File: src/source/histPkg.sv
package histPkg;

    // default widths, overridden from the top level
    parameter int defNb = 6;            // coarse bin address bits
    parameter int defNf = 4;            // fine bin address bits
    parameter int defCountWidth = 21;
    parameter int defNumAcq = 64;       // hits per acquisition

    typedef enum logic [1:0] {
        stIdle,
        stAcquire,
        stDone
    } acqState;

    // AXI4-Lite byte offsets
    typedef enum logic [4:0] {
        regCtrl        = 5'h00,
        regStatus      = 5'h04,
        regPeak        = 5'h08,
        regCoarseCount = 5'h0C,
        regFineCount   = 5'h10
    } regAddr;

endpackage
File: src/source/timeHistTop.sv
`timescale 1ns/1ps

module timeHistTop #(
    parameter int nb = histPkg::defNb,
    parameter int nf = histPkg::defNf,
    parameter int countWidth = histPkg::defCountWidth,
    parameter int numAcq = histPkg::defNumAcq
) (
    input  logic             clk,
    input  logic             res,
    input  logic             hitValid,
    input  logic [nb+nf-1:0] hitTime,
    output logic             hitReady,
    output logic             irq,
    input  logic [4:0]       awaddr,
    input  logic             awvalid,
    output logic             awready,
    input  logic [31:0]      wdata,
    input  logic             wvalid,
    output logic             wready,
    output logic [1:0]       bresp,
    output logic             bvalid,
    input  logic             bready,
    input  logic [4:0]       araddr,
    input  logic             arvalid,
    output logic             arready,
    output logic [31:0]      rdata,
    output logic [1:0]       rresp,
    output logic             rvalid,
    input  logic             rready
);

    logic                  hitAccept;
    logic                  clear;
    logic                  start;
    logic                  busy;
    logic                  done;
    logic [nb-1:0]         coarseBin;
    logic [nf-1:0]         fineBin;
    logic [countWidth-1:0] coarseCount;
    logic [countWidth-1:0] fineCount;
    logic [nb+nf-1:0]      peakPos;
    logic [countWidth-1:0] coarsePeak;
    logic [countWidth-1:0] finePeak;

    // coarse period index from the upper timestamp bits
    histBuilder #(
        .addrWidth (nb),
        .countWidth(countWidth)
    ) i_coarse (
        .clk      (clk),
        .res      (res),
        .clear    (clear),
        .hitAccept(hitAccept),
        .binAddr  (hitTime[nb+nf-1:nf]),
        .peakBin  (coarseBin),
        .peakCount(coarseCount)
    );

    // phase within the coarse period
    histBuilder #(
        .addrWidth (nf),
        .countWidth(countWidth)
    ) i_fine (
        .clk      (clk),
        .res      (res),
        .clear    (clear),
        .hitAccept(hitAccept),
        .binAddr  (hitTime[nf-1:0]),
        .peakBin  (fineBin),
        .peakCount(fineCount)
    );

    acqControl #(
        .nb        (nb),
        .nf        (nf),
        .countWidth(countWidth),
        .numAcq    (numAcq)
    ) i_ctrl (
        .clk        (clk),
        .res        (res),
        .start      (start),
        .hitValid   (hitValid),
        .hitReady   (hitReady),
        .hitAccept  (hitAccept),
        .clear      (clear),
        .busy       (busy),
        .done       (done),
        .irq        (irq),
        .coarseBin  (coarseBin),
        .fineBin    (fineBin),
        .coarseCount(coarseCount),
        .fineCount  (fineCount),
        .peakPos    (peakPos),
        .coarsePeak (coarsePeak),
        .finePeak   (finePeak)
    );

    axiLiteRegs #(
        .nb        (nb),
        .nf        (nf),
        .countWidth(countWidth)
    ) i_regs (
        .clk       (clk),
        .res       (res),
        .awaddr    (awaddr),
        .awvalid   (awvalid),
        .awready   (awready),
        .wdata     (wdata),
        .wvalid    (wvalid),
        .wready    (wready),
        .bresp     (bresp),
        .bvalid    (bvalid),
        .bready    (bready),
        .araddr    (araddr),
        .arvalid   (arvalid),
        .arready   (arready),
        .rdata     (rdata),
        .rresp     (rresp),
        .rvalid    (rvalid),
        .rready    (rready),
        .start     (start),
        .busy      (busy),
        .done      (done),
        .peakPos   (peakPos),
        .coarsePeak(coarsePeak),
        .finePeak  (finePeak)
    );

endmodule

File: src/source/axiLiteRegs.sv
`timescale 1ns/1ps

module axiLiteRegs #(
    parameter int nb = histPkg::defNb,
    parameter int nf = histPkg::defNf,
    parameter int countWidth = histPkg::defCountWidth
) (
    input  logic                  clk,
    input  logic                  res,
    input  logic [4:0]            awaddr,
    input  logic                  awvalid,
    output logic                  awready,
    input  logic [31:0]           wdata,
    input  logic                  wvalid,
    output logic                  wready,
    output logic [1:0]            bresp,
    output logic                  bvalid,
    input  logic                  bready,
    input  logic [4:0]            araddr,
    input  logic                  arvalid,
    output logic                  arready,
    output logic [31:0]           rdata,
    output logic [1:0]            rresp,
    output logic                  rvalid,
    input  logic                  rready,
    output logic                  start,
    input  logic                  busy,
    input  logic                  done,
    input  logic [nb+nf-1:0]      peakPos,
    input  logic [countWidth-1:0] coarsePeak,
    input  logic [countWidth-1:0] finePeak
);

    import histPkg::*;

    logic        awHeld;     // address taken, waiting for data or response
    logic        wHeld;
    logic [4:0]  addrQ;
    logic [31:0] dataQ;
    logic        wrFire;
    logic [31:0] readMux;

    assign awready = !awHeld && !bvalid;
    assign wready  = !wHeld && !bvalid;
    assign arready = !rvalid;                                 // one read in flight
    assign bresp   = 2'b00;
    assign rresp   = 2'b00;
    assign wrFire  = awHeld && wHeld;

    always_ff @(posedge clk) begin
        if (awvalid && awready) begin
            addrQ <= awaddr;
        end
        if (wvalid && wready) begin
            dataQ <= wdata;
        end
    end

    always_ff @(posedge clk or negedge res) begin
        if (!res) begin
            awHeld <= 1'b0;
            wHeld  <= 1'b0;
            bvalid <= 1'b0;
            start  <= 1'b0;
        end else begin
            // only the control register has a write effect
            start <= wrFire && (addrQ == regCtrl) && dataQ[0];
            if (wrFire) begin
                awHeld <= 1'b0;
                wHeld  <= 1'b0;
                bvalid <= 1'b1;
            end else begin
                if (awvalid && awready) begin
                    awHeld <= 1'b1;
                end
                if (wvalid && wready) begin
                    wHeld <= 1'b1;
                end
                if (bvalid && bready) begin
                    bvalid <= 1'b0;
                end
            end
        end
    end

    always_comb begin
        case (araddr)
            regStatus:      readMux = {30'd0, done, busy};
            regPeak:        readMux = 32'(peakPos);
            regCoarseCount: readMux = 32'(coarsePeak);
            regFineCount:   readMux = 32'(finePeak);
            default:        readMux = '0;             // ctrl and unmapped read as zero
        endcase
    end

    always_ff @(posedge clk) begin
        if (arvalid && arready) begin
            rdata <= readMux;
        end
    end

    always_ff @(posedge clk or negedge res) begin
        if (!res) begin
            rvalid <= 1'b0;
        end else if (arvalid && arready) begin
            rvalid <= 1'b1;
        end else if (rready) begin
            rvalid <= 1'b0;                           // data held until rready
        end
    end

endmodule

File: src/source/acqControl.sv
`timescale 1ns/1ps

module acqControl #(
    parameter int nb = histPkg::defNb,
    parameter int nf = histPkg::defNf,
    parameter int countWidth = histPkg::defCountWidth,
    parameter int numAcq = histPkg::defNumAcq
) (
    input  logic                  clk,
    input  logic                  res,
    input  logic                  start,
    input  logic                  hitValid,
    output logic                  hitReady,
    output logic                  hitAccept,
    output logic                  clear,
    output logic                  busy,
    output logic                  done,
    output logic                  irq,
    input  logic [nb-1:0]         coarseBin,
    input  logic [nf-1:0]         fineBin,
    input  logic [countWidth-1:0] coarseCount,
    input  logic [countWidth-1:0] fineCount,
    output logic [nb+nf-1:0]      peakPos,
    output logic [countWidth-1:0] coarsePeak,
    output logic [countWidth-1:0] finePeak
);

    import histPkg::*;

    localparam int cntWidth = $clog2(numAcq + 1);

    acqState               state;
    logic [cntWidth-1:0]   hitCnt;
    logic                  lastHit;
    logic [nb+nf-1:0]      heldPos;
    logic [countWidth-1:0] heldCoarse;
    logic [countWidth-1:0] heldFine;

    // a start in the same cycle wins over a pending hit
    assign hitReady  = (state == stAcquire) && !start;
    assign hitAccept = hitValid && hitReady;
    assign clear     = start;
    assign busy      = state == stAcquire;
    assign done      = state == stDone;
    assign irq       = done;                                  // level, cleared by next start
    assign lastHit   = hitAccept && (hitCnt == cntWidth'(numAcq - 1));

    always_ff @(posedge clk or negedge res) begin
        if (!res) begin
            state  <= stIdle;
            hitCnt <= '0;
        end else if (start) begin
            state  <= stAcquire;                              // also restarts a running one
            hitCnt <= '0;
        end else if (hitAccept) begin
            hitCnt <= hitCnt + 1'b1;
            if (lastHit) begin
                state <= stDone;
            end
        end
    end

    // results of the last finished acquisition
    always_ff @(posedge clk or negedge res) begin
        if (!res) begin
            heldPos    <= '0;
            heldCoarse <= '0;
            heldFine   <= '0;
        end else if (done) begin
            heldPos    <= {coarseBin, fineBin};
            heldCoarse <= coarseCount;
            heldFine   <= fineCount;
        end
    end

    // builders are frozen in stDone, so their peaks are final from the entry edge
    assign peakPos    = done ? {coarseBin, fineBin} : heldPos;
    assign coarsePeak = done ? coarseCount : heldCoarse;
    assign finePeak   = done ? fineCount : heldFine;

endmodule

File: src/source/histBuilder.sv
`timescale 1ns/1ps

module histBuilder #(
    parameter int addrWidth = histPkg::defNb,
    parameter int countWidth = histPkg::defCountWidth
) (
    input  logic                  clk,
    input  logic                  res,
    input  logic                  clear,
    input  logic                  hitAccept,
    input  logic [addrWidth-1:0]  binAddr,
    output logic [addrWidth-1:0]  peakBin,
    output logic [countWidth-1:0] peakCount
);

    localparam int numBins = 2 ** addrWidth;

    logic [countWidth-1:0] binMem [numBins];
    logic [numBins-1:0]    binValid;     // lazy clear flags
    logic [countWidth-1:0] newCount;

    // stale bins restart at one
    assign newCount = binValid[binAddr] ? binMem[binAddr] + 1'b1 : countWidth'(1);

    always_ff @(posedge clk) begin
        if (hitAccept) begin
            binMem[binAddr] <= newCount;
        end
    end

    always_ff @(posedge clk or negedge res) begin
        if (!res) begin
            binValid  <= '0;
            peakBin   <= '0;
            peakCount <= '0;
        end else if (clear) begin
            binValid  <= '0;             // whole array invalid in one cycle
            peakBin   <= '0;
            peakCount <= '0;
        end else if (hitAccept) begin
            binValid[binAddr] <= 1'b1;
            // strictly greater, so on a tie the earlier bin keeps the peak
            if (newCount > peakCount) begin
                peakBin   <= binAddr;
                peakCount <= newCount;
            end
        end
    end

endmodule

File: config.mk
export PLATFORM = sky130hd
export DESIGN_NAME = timeHistTop
export DESIGN_NICKNAME = d
export VERILOG_FILES = /design/src/source/histPkg.sv /design/src/source/timeHistTop.sv /design/src/source/axiLiteRegs.sv /design/src/source/acqControl.sv /design/src/source/histBuilder.sv
export SDC_FILE = /design/constraint.sdc
export NUM_CORES = 2
export LEC_CHECK = 0
export BUFFER_PORTS_ARGS = -buffer_cell sky130_fd_sc_hd__buf_4
export CAP_MARGIN = 10
export CORE_ASPECT_RATIO = 0.7
export CORE_MARGIN = 2
export CORE_UTILIZATION = 40
export CTS_BUF_LIST = sky130_fd_sc_hd__clkbuf_16
export DETAILED_ROUTE_END_ITERATION = 7
export MAX_ROUTING_LAYER = met4
export PLACE_DENSITY_LB_ADDON = 0.3
export SLEW_MARGIN = 15
export SYNTH_ARGS = -nofsm -noshare
export SYNTH_HDL_FRONTEND = slang
export SYNTH_SLANG_ARGS = --single-unit
File: constraint.sdc
create_clock -name clk -period 6.3 [get_ports clk]
set_clock_uncertainty 0.1 [all_clocks]
set_input_delay 0.63 -clock clk [delete_from_list [all_inputs] [get_ports clk]]
set_output_delay 0.63 -clock clk [all_outputs]
set_load 0.05 [all_outputs]
==> flow_results.org <==
** Pwr
- Switch Pwr :: ~6500 uW
- Proportion of total power due to net switching :: roughly a quarter
- Total internal power :: roughly 20,000 uW
- Clock power frac :: 39.9%
- Total power per unit cell area :: between 300 and 400 mW/mm2
- The analysis attributes to cell leakage a power of approximately 0.031 uW.
- Largest voltage drop on the vdd net :: between 0.2 and 0.3 mV
- In this run, the combinational gates consume under 10% of the power.
- Of the total power, registers draw just over 50%.

** Logic synthesis
- Post-synthesis cell count :: around 4.4k
- Cell with the most instances after synthesis :: edfxtp_1
- Number of synthesized register bits :: 1,905
- Post-synthesis area per instance :: 17.3 um2
- Synth cell types :: 89
- The top cell type by area accounts for about two thirds of the synthesized area.
- Post-synth top flop :: edfxtp_1
- Total of warnings raised by yosys :: 0
- Ranked by instance count, the synthesized netlist is headed by 1,707 x edfxtp_1, 359 x nor2_1, 244 x mux2i_1.
- Synthesized area :: roughly 0.076 mm2
- Sequential cells were found to cover between 70% and 80% of the synthesized design area.
- Number of enable flip-flop cells after synthesis :: ~1.7k
- Async SR Flop Fraction :: about a tenth
- The largest total area in the synthesized netlist belongs to edfxtp_1.
- By area the synthesized netlist is led by edfxtp_1 67%, dfrtp_1 6.5%, mux4_2 5.1%.

** Route
- For this run, the detailed router's first-pass iteration total came to 5.
- Max Used Layer :: met4
- Routed wire length on met2 :: slightly below 100,000 um
- Detailed routing inserted a total of between 40k and 50k vias.
- In the routed design, unresolved DRC markers number 0.
- Drt first-iter violations :: between 7k and 8k
- Remaining number of nets flagged by the antenna check after routing :: 0
- Via count normalized by instance count :: ~5.9
- Detailed Route WL :: roughly 240,000 um
- Met3 wire length :: just over 30,000 um
- Detail-routed net length per standard cell :: 31.1 um
- For this block, wires on met1 add up to about 100,000 um.

** STA
- After layout, the worst path uses approximately nine tenths of the clock period.
- Setup repair after global routing left no endpoint under its margin.
- Number of max-slew violations in the final report :: 0
- Post-route minimum period :: 5.64 ns
- Worst rel slew slack :: between 20 and 25%
- Hold Violations, Final :: 0
- Setup violations remaining at the end of the flow were counted as 0.
- Static timing analysis puts the maximum clock frequency at 177 MHz.
- Slew at the pin closest to its max-slew limit :: 1.16 ns

** Worst setup path
- Data arrives at the worst endpoint at roughly 6.3 ns.
- The worst setup path is launched from an input port.
- The worst setup path is of the in2reg kind.
- Data on the critical path is required at its endpoint by between 6 and 7 ns.
- Critical path capture point type :: register
- The worst register-to-register path has a depth of 25.
- Critical-path maximum fanout :: 22

** Clock network
- Clock latency on the worst-skew pair, taken at its later pin, is 0.86 ns.
- Clock slew at reported path FFs :: ~0.07 ns
- Number of buffers added by the clock tree synthesis step :: approximately 180
- Clock sink total :: about 1.9k
- No sink is reached through more buffers than the 3 on the longest clock path.
- TritonCTS built the clock tree.
- # H-tree levels :: 4
- Root buffer selected by CTS :: clkbuf_16

** Floorplanning
- Number of primary I/O pins :: around 100
- Area of the core :: about 0.19 mm2
- Initial cell density of the core :: 40.1%
- Row count :: between 100 and 150
- DIE WIDTH :: roughly 530 um
- Die Ht :: approximately 370 um
- Die footprint :: about 0.19 mm2

** Worst hold path
- Worst hold path stage count :: 3
- The path class of the tightest hold or removal check is in2reg.

** Outcome
- Result of the run :: finished, final reports clean

** Finish
- At the end of the flow, the number of nets in the layout was between 4k and 5k.
- The filler cells instantiated in the layout total 16.1k.
- Layout Cell Area excl Fill :: a little under 0.09 mm2
- Of the cells placed in the final design, the portion with a size suffix greater than 1 is around a quarter.
- Relative to the synthesized area, the layout overhead comes to 17.2%.
- Final Non-Filler Cells :: ~7.6k

** Global route
- Global-route congestion overflow total :: 0
- Overall track demand over capacity in global routing :: between 20% and 30%
- The number of global-route vias before repair came to between 40k and 50k.
- Largest net degree at the start of global routing :: approximately 110
- Initial antenna violation count :: 14
- The first global-routing pass estimated roughly 330,000 um of wire.

** Placement
- Buffers placed on the I/O ports in this run total between 50 and 60.
- GP Congestion :: around 0.94
- Once placement finished, the instance area stood at around 0.083 mm2.
- Detailed placement finished with a half-perimeter wire length of 151,000 um.
- After detailed placement, the design holds a cell count of between 7k and 8k.

** Flow run
- Across the run, the number of max-cap violations was 0.
[repair_timing]
action	4_1_cts	5_1_grt
buffers inserted	0	0
hold buffers	9	0
hold endpoints to repair	111	0
gates resized for setup	0	0
[per-stage QoR]
stage / setup WS, ns / hold slack, ns / TNS, ns / util, % / power [uW]
2_1_floorplan: -0.249 / 0.234 / -4.76 / - / 15500
3_3_place_gp: -0.0144 / 0.290 / -0.107 / 43.9 / 16500
3_5_place_dp: -0.0897 / 0.295 / -1.48 / 43.9 / 16500
4_1_cts: 0.675 / 0.0208 / 0 / 47.0 / 27200
5_1_grt: 0.422 / 0.0624 / 0 / 47.0 / 27800
6_report: 0.658 / 0.0783 / 0 / 47.0 / 27100
[layout make-up]
class	count	area, um2	area share, %
diodes	6	15.0	0.0168
clock inverters	157	1330	1.49
clock buffers	180	4500	5.04
well taps	2516	3150	3.52
inverters	56	213	0.238
repair buffers	574	5030	5.63
flip-flops and latches	1905	56200	62.9
multi-input cells	2174	18900	21.1
[placed cells by master (no fill, tap or decap), drive strengths merged, types with 21 or more instances in the layout]
cell type and instances:
a21oi 75, a221o 32, a221oi 97, a22o 30
a22oi 129, buf 565, clkbuf 180, clkinv 82
dfrtp 198, edfxtp 1707, ha 39, inv 111
mux2 188, mux2i 244, mux4 176, nand2 115
nand2b 54, nand3 70, nor2 360, nor2b 27
nor3 24, o21ai 69, o22ai 88, xnor2 21
[kinds of logic after synthesis]
logic type	Yosys count	share of synthesized area (%)
fa+ha+maj	39	0.640
other cells	1	0.00492
xor+xnor	36	0.414
simple gates	784	4.96
buf+inv	335	2.31
flops	1905	73.8
mux	608	11.2
compound gates	692	6.71
[sequential cells by signal, summed over array words and instances, names as in the netlist, 6 cells and up]
register and flops:
i_coarse.binMem 1344, i_fine.binMem 336, i_coarse.binValid 64, i_coarse.peakCount 21, i_ctrl.heldCoarse 21, i_ctrl.heldFine 21, i_fine.peakCount 21, i_regs.rdata 21
i_fine.binValid 16, i_ctrl.heldPos 10, i_ctrl.hitCnt 7, i_coarse.peakBin 6
[path summary, 6_finish.rpt]
check | startpoint | to | slack, ns
max in group asynchronous | res | i_regs.start | 4.46
max | hitTime[5] | i_coarse.peakBin[5] | 0.66
min | wvalid | i_regs.wHeld | 0.08
max reg2reg | i_coarse.binMem[17][0] | i_coarse.peakBin[5] | 0.74
min reg2reg | i_regs.addrQ[1] | i_regs.start | 0.30
min in group asynchronous | res | i_fine.peakCount[11] | 0.38
[per-layer routing]
layer	vias to the layer above	GRT usage, %
li1	18527	-
met1	23510	37.2
met2	2577	32.5
met3	302	7.38
met4	0	5.13
met5	-	-
[power by group through the flow]
| stage | Clock (uW) | Sequential (uW) | Combinational [uW] |
|---|---|---|---|
| after floorplan | 0 | 14200 | 1270 |
| after global placement | 0 | 14200 | 2280 |
| after detailed placement | 0 | 14200 | 2300 |
| after CTS | 10900 | 13900 | 2310 |
| after global routing | 11400 | 13900 | 2460 |
| final | 10800 | 13900 | 2340 |
[critical path: stages]
cell and delay (ns):
buf_8 0.20, buf_4 0.24, buf_4 0.37, buf_4 0.23, mux4_2 0.21, mux2i_1 0.14
o211ai_1 0.65, nor4b_1 0.14, buf_4 0.22, or2_2 0.31, nor4_1 0.46, nand2_1 0.14
xnor2_1 0.30, nor2_4 0.06, ha_1 0.29, a21oi_1 0.08, nor3b_1 0.20, a311o_1 0.15
a31oi_1 0.05, a32o_2 0.30, a211oi_4 0.25, buf_4 0.23, mux2_2 0.35
Power figures use the tool's default switching activity.
